[src/rtl/rv_core_pkg.sv]
// shared widths, encodings and stage records for the rv32i integer core
// imported by wildcard into every core module
`default_nettype none

package rv_core_pkg;

    ////////////////////////////////////////////////////////////////////////////
    // widths and constants
    ////////////////////////////////////////////////////////////////////////////
    localparam int XLEN       = 32;
    localparam int REG_ADDR_W = 5;
    // jump tag, wraps freely
    localparam int TAG_W      = 3;

    typedef logic [XLEN-1:0]       word_t;
    typedef logic [REG_ADDR_W-1:0] reg_addr_t;
    typedef logic [TAG_W-1:0]      tag_t;

    // first fetch address after reset
    localparam word_t RESET_PC    = 32'h0000_0000;
    // fetch step, one instruction word
    localparam word_t INSTR_BYTES = 32'd4;

    ////////////////////////////////////////////////////////////////////////////
    // encodings
    ////////////////////////////////////////////////////////////////////////////
    // major opcodes kept in the subset
    typedef enum logic [6:0] {
        OPC_OP     = 7'b0110011,
        OPC_OP_IMM = 7'b0010011,
        OPC_LUI    = 7'b0110111,
        OPC_BRANCH = 7'b1100011,
        OPC_JAL    = 7'b1101111
    } rv_opcode_e;

    // internal operations, decode to execute
    typedef enum logic [3:0] {
        ALU_ADD,
        ALU_SUB,
        ALU_AND,
        ALU_OR,
        ALU_XOR,
        ALU_SLT,
        ALU_SLTU,
        ALU_SLL,
        ALU_SRL,
        ALU_SRA,
        OP_LUI,
        OP_BEQ,
        OP_BNE,
        OP_JAL,
        OP_NOP
    } alu_op_e;

    ////////////////////////////////////////////////////////////////////////////
    // stage records
    ////////////////////////////////////////////////////////////////////////////
    // decode register contents, 140 bits
    typedef struct packed {
        alu_op_e   op;
        word_t     pc;
        word_t     first_operand;
        word_t     second_operand;
        word_t     offset;
        reg_addr_t rd;
        tag_t      tag;
    } decode_out_t;

    // register bank write, also shown at the pins
    typedef struct packed {
        logic      enable;
        reg_addr_t rd;
        word_t     data;
    } writeback_t;

endpackage

`default_nettype wire

[src/rtl/decode_stage.sv]
// instruction decode, immediate build and the decode to execute register
// operands come from the register bank, bypass included
`timescale 1ns/1ps
`default_nettype none

module decode_stage
    import rv_core_pkg::*;
(
    input  logic        clk,
    input  logic        reset_i,
    input  logic        enable_i,
    input  word_t       instruction_i,
    input  word_t       pc_i,
    input  tag_t        tag_i,
    output reg_addr_t   rs1_o,
    output reg_addr_t   rs2_o,
    input  word_t       rs1_data_i,
    input  word_t       rs2_data_i,
    output decode_out_t decoded_o
);

    word_t       instr;
    word_t       held_instr_q;
    logic        stalled_q;
    rv_opcode_e  opcode;
    logic [2:0]  funct3;
    logic [6:0]  funct7;
    word_t       imm_i;
    word_t       imm_u;
    word_t       imm_b;
    word_t       imm_j;
    decode_out_t next;

    // funct3/funct7 to alu operation, bad encodings become nop
    function automatic alu_op_e alu_decode(logic [2:0] f3, logic [6:0] f7, logic is_imm);
        alu_op_e op;
        logic    f7_zero;
        logic    f7_alt;
        f7_zero = (f7 == 7'b0000000);
        f7_alt  = (f7 == 7'b0100000);
        op      = OP_NOP;
        case (f3)
            3'b000: begin
                if (is_imm || f7_zero) begin
                    op = ALU_ADD;
                end else if (f7_alt) begin
                    op = ALU_SUB;
                end
            end
            3'b001: op = f7_zero ? ALU_SLL : OP_NOP;
            3'b010: op = (is_imm || f7_zero) ? ALU_SLT : OP_NOP;
            3'b011: op = (is_imm || f7_zero) ? ALU_SLTU : OP_NOP;
            3'b100: op = (is_imm || f7_zero) ? ALU_XOR : OP_NOP;
            3'b101: op = f7_zero ? ALU_SRL : (f7_alt ? ALU_SRA : OP_NOP);
            3'b110: op = (is_imm || f7_zero) ? ALU_OR : OP_NOP;
            default: op = (is_imm || f7_zero) ? ALU_AND : OP_NOP;
        endcase
        return op;
    endfunction

    ////////////////////////////////////////////////////////////////////////////
    // stall capture
    ////////////////////////////////////////////////////////////////////////////
    // memory moves on to the next address during a stall
    // so keep the word seen in the first stalled cycle
    always_ff @(posedge clk) begin
        if (reset_i) begin
            stalled_q <= 1'b0;
        end else begin
            stalled_q <= ~enable_i;
        end
    end

    always_ff @(posedge clk) begin
        if (!enable_i && !stalled_q) begin
            held_instr_q <= instruction_i;
        end
    end

    assign instr = stalled_q ? held_instr_q : instruction_i;

    ////////////////////////////////////////////////////////////////////////////
    // field decode
    ////////////////////////////////////////////////////////////////////////////
    assign opcode = rv_opcode_e'(instr[6:0]);
    assign funct3 = instr[14:12];
    assign funct7 = instr[31:25];
    assign rs1_o  = instr[19:15];
    assign rs2_o  = instr[24:20];

    // immediates, sign from bit 31
    assign imm_i = {{20{instr[31]}}, instr[31:20]};
    assign imm_u = {instr[31:12], 12'b0};
    assign imm_b = {{19{instr[31]}}, instr[31], instr[7], instr[30:25], instr[11:8], 1'b0};
    assign imm_j = {{11{instr[31]}}, instr[31], instr[19:12], instr[20], instr[30:21], 1'b0};

    always_comb begin
        next.op             = OP_NOP;
        next.pc             = pc_i;
        next.first_operand  = rs1_data_i;
        next.second_operand = rs2_data_i;
        next.offset         = '0;
        next.rd             = instr[11:7];
        next.tag            = tag_i;
        case (opcode)
            OPC_OP: next.op = alu_decode(funct3, funct7, 1'b0);
            OPC_OP_IMM: begin
                // shift amount sits in the low immediate bits
                next.op             = alu_decode(funct3, funct7, 1'b1);
                next.second_operand = imm_i;
            end
            OPC_LUI: begin
                next.op             = OP_LUI;
                next.second_operand = imm_u;
            end
            OPC_BRANCH: begin
                if (funct3 == 3'b000) begin
                    next.op = OP_BEQ;
                end else if (funct3 == 3'b001) begin
                    next.op = OP_BNE;
                end
                next.offset = imm_b;
            end
            OPC_JAL: begin
                next.op     = OP_JAL;
                next.offset = imm_j;
            end
            default: next.op = OP_NOP;
        endcase
        // no destination for branches and nops
        if (next.op inside {OP_NOP, OP_BEQ, OP_BNE}) begin
            next.rd = '0;
        end
    end

    // decode to execute register, nop after reset
    always_ff @(posedge clk) begin
        if (reset_i) begin
            decoded_o    <= '0;
            decoded_o.op <= OP_NOP;
        end else if (enable_i) begin
            decoded_o <= next;
        end
    end

endmodule

`default_nettype wire

[src/rtl/execute_stage.sv]
// execute, alu and branch resolution, result goes straight to write-back
// wrong-path instructions are dropped when their tag is stale
`timescale 1ns/1ps
`default_nettype none

module execute_stage
    import rv_core_pkg::*;
(
    input  logic        clk,
    input  logic        reset_i,
    input  logic        stall_i,
    input  decode_out_t decoded_i,
    output logic        jump_o,
    output word_t       jump_target_o,
    output writeback_t  writeback_o
);

    tag_t       expected_tag_q;
    logic       killed;
    logic       taken;
    logic       writes_rd;
    word_t      result;
    word_t      op_a;
    word_t      op_b;
    logic [4:0] shamt;

    assign op_a  = decoded_i.first_operand;
    assign op_b  = decoded_i.second_operand;
    assign shamt = op_b[4:0];

    ////////////////////////////////////////////////////////////////////////////
    // alu and branch compare
    ////////////////////////////////////////////////////////////////////////////
    always_comb begin
        result    = '0;
        taken     = 1'b0;
        writes_rd = 1'b1;
        case (decoded_i.op)
            ALU_ADD:  result = op_a + op_b;
            ALU_SUB:  result = op_a - op_b;
            ALU_AND:  result = op_a & op_b;
            ALU_OR:   result = op_a | op_b;
            ALU_XOR:  result = op_a ^ op_b;
            ALU_SLT:  result = {{(XLEN-1){1'b0}}, $signed(op_a) < $signed(op_b)};
            ALU_SLTU: result = {{(XLEN-1){1'b0}}, op_a < op_b};
            ALU_SLL:  result = op_a << shamt;
            ALU_SRL:  result = op_a >> shamt;
            ALU_SRA:  result = word_t'($signed(op_a) >>> shamt);
            // immediate already shifted up in decode
            OP_LUI:   result = op_b;
            OP_JAL: begin
                // link value
                result = decoded_i.pc + INSTR_BYTES;
                taken  = 1'b1;
            end
            OP_BEQ: begin
                taken     = (op_a == op_b);
                writes_rd = 1'b0;
            end
            OP_BNE: begin
                taken     = (op_a != op_b);
                writes_rd = 1'b0;
            end
            default: writes_rd = 1'b0;
        endcase
    end

    // branches and jal share the pc relative target
    assign jump_target_o = decoded_i.pc + decoded_i.offset;

    ////////////////////////////////////////////////////////////////////////////
    // kill, jump and write-back
    ////////////////////////////////////////////////////////////////////////////
    assign killed = (decoded_i.tag != expected_tag_q);

    // nothing leaves execute while stalled
    assign jump_o = taken && !killed && !stall_i;

    always_comb begin
        writeback_o.enable = writes_rd && !killed && !stall_i && (decoded_i.rd != '0);
        writeback_o.rd     = decoded_i.rd;
        writeback_o.data   = result;
    end

    // follows the fetch tag, one step per taken jump
    always_ff @(posedge clk) begin
        if (reset_i) begin
            expected_tag_q <= '0;
        end else if (jump_o) begin
            expected_tag_q <= expected_tag_q + 1'b1;
        end
    end

    // fetch loads this target as the next address
    a_target_aligned : assert property (@(posedge clk) disable iff (reset_i)
        jump_o |-> jump_target_o[1:0] == 2'b00)
        else $error("jump target %h not word aligned", jump_target_o);

endmodule

`default_nettype wire

[src/rtl/fetch_stage.sv]
// instruction fetch, program counter with jump redirect and jump tag
// the memory answers one cycle after the address, so pc and tag are delayed
`timescale 1ns/1ps
`default_nettype none

module fetch_stage
    import rv_core_pkg::*;
(
    input  logic  clk,
    input  logic  reset_i,
    input  logic  enable_i,
    input  logic  jump_i,
    input  word_t jump_target_i,
    output word_t instruction_address_o,
    output word_t pc_o,
    output tag_t  tag_o
);

    word_t pc_q;
    tag_t  tag_q;

    // pc and tag of the word being addressed
    // a jump opens a new tag so the two younger words die in execute
    always_ff @(posedge clk) begin
        if (reset_i) begin
            pc_q  <= RESET_PC;
            tag_q <= '0;
        end else if (jump_i) begin
            pc_q  <= jump_target_i;
            tag_q <= tag_q + 1'b1;
        end else if (enable_i) begin
            pc_q <= pc_q + INSTR_BYTES;
        end
    end

    assign instruction_address_o = pc_q;

    // delayed copy that lines up with instruction_i
    // held under stall together with the memory word kept in decode
    always_ff @(posedge clk) begin
        if (reset_i) begin
            pc_o  <= RESET_PC;
            // word returned during reset is stale, give it a dead tag
            tag_o <= '1;
        end else if (enable_i) begin
            pc_o  <= pc_q;
            tag_o <= tag_q;
        end
    end

    // redirects come from execute, so this also covers its targets
    a_pc_aligned : assert property (@(posedge clk) disable iff (reset_i)
        instruction_address_o[1:0] == 2'b00)
        else $error("fetch address %h not word aligned", instruction_address_o);

endmodule

`default_nettype wire

[src/rtl/register_bank.sv]
// integer register file, x1..x31 in flip-flops, x0 reads as zero
// reads see a same-cycle write-back through the bypass
`timescale 1ns/1ps
`default_nettype none

module register_bank
    import rv_core_pkg::*;
(
    input  logic       clk,
    input  logic       reset_i,
    input  reg_addr_t  rs1_i,
    input  reg_addr_t  rs2_i,
    input  writeback_t writeback_i,
    output word_t      rs1_data_o,
    output word_t      rs2_data_o
);

    word_t regs_q [1:2**REG_ADDR_W-1];

    // one read port, bypass first
    function automatic word_t read_port(reg_addr_t idx);
        word_t data;
        if (idx == '0) begin
            data = '0;
        end else if (writeback_i.enable && writeback_i.rd == idx) begin
            data = writeback_i.data;
        end else begin
            data = regs_q[idx];
        end
        return data;
    endfunction

    always_comb begin
        rs1_data_o = read_port(rs1_i);
        rs2_data_o = read_port(rs2_i);
    end

    // write at the end of the write-back cycle
    always_ff @(posedge clk) begin
        if (reset_i) begin
            for (int i = 1; i < 2**REG_ADDR_W; i++) begin
                regs_q[i] <= '0;
            end
        end else if (writeback_i.enable && writeback_i.rd != '0) begin
            regs_q[writeback_i.rd] <= writeback_i.data;
        end
    end

    // execute filters rd zero before it reaches the bank
    a_no_x0_write : assert property (@(posedge clk) disable iff (reset_i)
        writeback_i.enable |-> writeback_i.rd != '0)
        else $error("write-back enabled for register zero");

endmodule

`default_nettype wire

[src/rtl/rv_core.sv]
// top level of the rv32i core, fetch, decode, register bank and execute
// instruction memory sits outside, retired writes are shown on the wb pins
`timescale 1ns/1ps
`default_nettype none

module rv_core
    import rv_core_pkg::*;
(
    input  logic      clk,
    input  logic      reset_i,
    input  logic      stall_i,
    input  word_t     instruction_i,
    output word_t     instruction_address_o,
    output logic      wb_enable_o,
    output reg_addr_t wb_rd_o,
    output word_t     wb_data_o
);

    ////////////////////////////////////////////////////////////////////////////
    // pipeline wiring
    ////////////////////////////////////////////////////////////////////////////
    // stall freezes the whole pipe
    logic        pipe_enable;
    logic        jump;
    word_t       jump_target;
    word_t       pc_decode;
    tag_t        tag_decode;
    reg_addr_t   rs1;
    reg_addr_t   rs2;
    word_t       rs1_data;
    word_t       rs2_data;
    decode_out_t decoded;
    writeback_t  writeback;

    assign pipe_enable = ~stall_i;

    fetch_stage u_fetch (
        .clk                   (clk),
        .reset_i               (reset_i),
        .enable_i              (pipe_enable),
        .jump_i                (jump),
        .jump_target_i         (jump_target),
        .instruction_address_o (instruction_address_o),
        .pc_o                  (pc_decode),
        .tag_o                 (tag_decode)
    );

    decode_stage u_decode (
        .clk           (clk),
        .reset_i       (reset_i),
        .enable_i      (pipe_enable),
        .instruction_i (instruction_i),
        .pc_i          (pc_decode),
        .tag_i         (tag_decode),
        .rs1_o         (rs1),
        .rs2_o         (rs2),
        .rs1_data_i    (rs1_data),
        .rs2_data_i    (rs2_data),
        .decoded_o     (decoded)
    );

    register_bank u_register_bank (
        .clk         (clk),
        .reset_i     (reset_i),
        .rs1_i       (rs1),
        .rs2_i       (rs2),
        .writeback_i (writeback),
        .rs1_data_o  (rs1_data),
        .rs2_data_o  (rs2_data)
    );

    execute_stage u_execute (
        .clk           (clk),
        .reset_i       (reset_i),
        .stall_i       (stall_i),
        .decoded_i     (decoded),
        .jump_o        (jump),
        .jump_target_o (jump_target),
        .writeback_o   (writeback)
    );

    // bank write port, unpacked for the pins
    assign wb_enable_o = writeback.enable;
    assign wb_rd_o     = writeback.rd;
    assign wb_data_o   = writeback.data;

endmodule

`default_nettype wire

[config.mk]
export PLATFORM = sky130hd
export DESIGN_NAME = rv_core
export DESIGN_NICKNAME = d
export VERILOG_FILES = /design/src/rtl/rv_core_pkg.sv /design/src/rtl/decode_stage.sv /design/src/rtl/execute_stage.sv /design/src/rtl/fetch_stage.sv /design/src/rtl/register_bank.sv /design/src/rtl/rv_core.sv
export SDC_FILE = /design/constraint.sdc
export NUM_CORES = 2
export LEC_CHECK = 0
export BUFFER_PORTS_ARGS = -buffer_cell sky130_fd_sc_hd__buf_2
export CAP_MARGIN = 20
export CORE_MARGIN = 2
export CORE_UTILIZATION = 35
export DETAILED_ROUTE_END_ITERATION = 8
export PLACE_DENSITY_LB_ADDON = 0.08
export REMOVE_ABC_BUFFERS = 1
export SYNTH_ARGS = -nofsm -noshare
export SYNTH_HDL_FRONTEND = slang
export SYNTH_SLANG_ARGS = --single-unit
[constraint.sdc]
create_clock -name clk -period 6.75 [get_ports clk]
set_clock_uncertainty 0.05 [all_clocks]
set_input_delay 1.0125 -clock clk [delete_from_list [all_inputs] [get_ports clk]]
set_output_delay 1.0125 -clock clk [all_outputs]
set_load 0.02 [all_outputs]
==> run metrics <==
Max Cap Viol=0; Synth area leader=edfxtp_1; Setup TNS Final=0 ns; I/O Pins=105; area grow syn2layout=12.44%; total wire length=390.5 mm; CP Buf/Inv Count=3; Clock Sinks=1258; Final Hold Vio Count=0; Yosys cell types=96; gpl congestion=1.068; # nets final=9053; Synth Cell Area=76360 um2; # DRC=0; DRT iter0 DRCs=9853; cell row count=171; hold path endpoint=u_decode.held_instr_q[27]; CP max stage cell=dfxtp_4; cells along the critical path=inv_1 -> ha_1 -> o21bai_1 -> a21o_1 -> a21oi_1 -> a211oi_2 -> o21ai_0 -> and2_1 -> mux2i_1 -> a2111oi_0 -> o31a_2 -> inv_1 -> buf_2; top-area cell type share of the netlist area=41.53%; setup violators final=0; Post-synth EDFFs=1056; crit path DAT=5.46 ns; startpoint type of the worst setup path=register; hold_sp=instruction_i[27]; CTS Buf Count=158; worst r2r path cells=8; commonest cells after routing, fill and taps aside=nand2_1 (2319), nor2_1 (1314), edfxtp_1 (1056); period utilization=96.62%; deepest clock path buffer count=3; Min-Delay Path Class=input pin to register; worst flop-to-flop path endpoint=u_register_bank.regs_q[27][19]; status=completed; Main synth FF type=edfxtp_1; CTS tree=yes; post-DP HPWL=248.7 mm; fin area=85850 um2; Synth Instances=9090; dpl cell area=80810 um2; Initial Utilization=35.19%; Tmin final=6.522 ns; mean number of vias per cell=6.181; ys async rst share=0%; Fillers=21710; reg2reg start=u_decode.decoded_o[6]; Hold Crit Depth=1; CP top delay family=compound AO/OA/AOI/OAI gates; Seq/Total Area, Yosys=46.83%; die area=221900 um2; max_slew headroom=13.82%; Largest stage delay, worst path=0.74 ns; die height=471.1 um; global-route usage over all layers=34.13%; Core Region=217000 um2; top cells by area, synth=edfxtp_1 (42%), nand2_1 (12%), nor2_1 (6.5%); Pwr Density=254.1 nW/um2; post-route ant nets=0; root buffer cell=clkbuf_16; Pre-antenna DRT Iters=8; Worst-path clk slew=0.06 ns; Pleak=31.31 nW; critical path depth=13; Slew @ Worst Pin=1.293 ns; cell mode on critical path=inv_1; initial antenna violation count=21; number of H-tree levels=4; share of post-route cells with drive strength above 1=9.785%; reg2reg setup slack=1.29 ns; Die W=471.1 um; syn_area_per_cell=8.400 um2; WS Path Type=register to output port; vias in the first global route=68900; largest net degree at the start of global routing=95; warnings from Yosys=0; Port-buffer cells=104; RSZ-0062 raised after global routing=false; total gr overflow=0; FF+latch count, synth=1258; vias post-DR=73310; drt wl/cell=32.93 um; worst skew pair latency=0.86 ns; first-pass GRT wire length=543.8 mm; Hold-fix buffers, CTS=0; worst path required time=5.69 ns; VDD IR max=0.2621 mV; crit end category=output port; total power=0.02181 W; Max FO, Critical Path=46; Final Max Slew Viols=0; Max Freq=0.1533 GHz; final core area utilization=39.57%; most common cell after layout, fill and taps aside=nand2_1
metrics by stage:
stage	hold slack (ns)	setup slack, ns	instances
after floorplan	0.3815	-18.62	8281
after global placement	0.4046	1.217	11560
after detailed placement	0.4106	1.192	11570
after CTS	0.2799	0.2886	11850
after global routing	0.2977	0.09933	11860
final	0.3331	0.2284	11860
metal layers:
metal	global-route usage [%]	share of wire, %
met1	46.69	41
met3	6.753	9.7
met5	0	0.030
met2	51.52	43
met4	16.48	5.6
cells by family (layout without fill, tap and decap cells):
| logic type | after synthesis | count (layout) | synth area share, % |
|---|---|---|---|
| AOI/OAI and AO/OA | 1439 | 1439 | 13.80 |
| adders and majority gates | 141 | 141 | 2.340 |
| xor gates and xnor gates | 86 | 86 | 0.9865 |
| muxes | 228 | 228 | 3.756 |
| DFF | 1258 | 1258 | 46.83 |
| other | 1 | 34 | 0.004911 |
| buffers and inverters | 1006 | 889 | 5.314 |
| and+or+nand+nor | 4931 | 4931 | 26.97 |
final cells by class:
cell class / instances / area, um2 / share of cell area [%]
timing repair buffer: 436 / 3530 / 4.111
inverter: 166 / 624.3 / 0.7272
clock buffer: 211 / 4213 / 4.907
sequential: 1258 / 35770 / 41.66
tap: 2854 / 3571 / 4.159
clock inverter: 76 / 769.5 / 0.8963
multi-input combinational: 6857 / 37370 / 43.53
antenna: 2 / 5.005 / 0.005830
Yosys cell counts (all sizes together) (62+ instances only):
| cell type | n |
|---|---|
| a31oi | 111 |
| inv | 163 |
| nor2 | 1318 |
| ha | 138 |
| a311oi | 366 |
| nand3 | 797 |
| mux2i | 159 |
| nor3 | 66 |
| o21ai | 183 |
| and3 | 220 |
| clkbuf | 601 |
| buf | 239 |
| edfxtp | 1056 |
| dfxtp | 202 |
| nand2 | 2381 |
| xnor2 | 62 |
| a211oi | 99 |
| a21oi | 299 |
worst max path at each step:
stage,startpoint,slack [ns],endpoint
floorplan,u_decode.stalled_q,-18.62,u_decode.decoded_o[50]
global placement,u_decode.decoded_o[41],1.22,wb_data_o[18]
detailed placement,u_decode.decoded_o[41],1.19,wb_data_o[31]
CTS,u_decode.decoded_o[41],0.29,wb_data_o[31]
global route,u_decode.decoded_o[41],0.1,wb_data_o[31]
finish,u_decode.decoded_o[41],0.23,wb_data_o[21]
timing repair:
action / in CTS / in global routing
buffers inserted: 0 / 1
gates resized for setup: 0 / 1
hold endpoints to repair: 0 / 0
setup endpoints to repair: 0 / 2
worst register-to-register path, delay by kind of cell (launching register included):
family / cells / cell delay, ns
simple gates: 6 / 2.89
compound gates: 1 / 0.31
buf+inv: 1 / 0.65
flops: 1 / 1.13
state kept, by name (all words and copies together) (netlist names):
signal	cells
u_fetch.instruction_address_o	32
u_execute.expected_tag_q	3
u_register_bank.regs_q	1024
u_decode.stalled_q	1
u_decode.decoded_o	128
u_decode.held_instr_q	32
u_fetch.pc_o	32
u_fetch.tag_q	3
u_fetch.tag_o	3
where the power goes:
part           internal [W]  switching [W]
sequential          0.00869       0.000224
combinational       0.00117        0.00338
clock               0.00463        0.00372
total                0.0145        0.00732
Power figures use the tool's default switching activity.
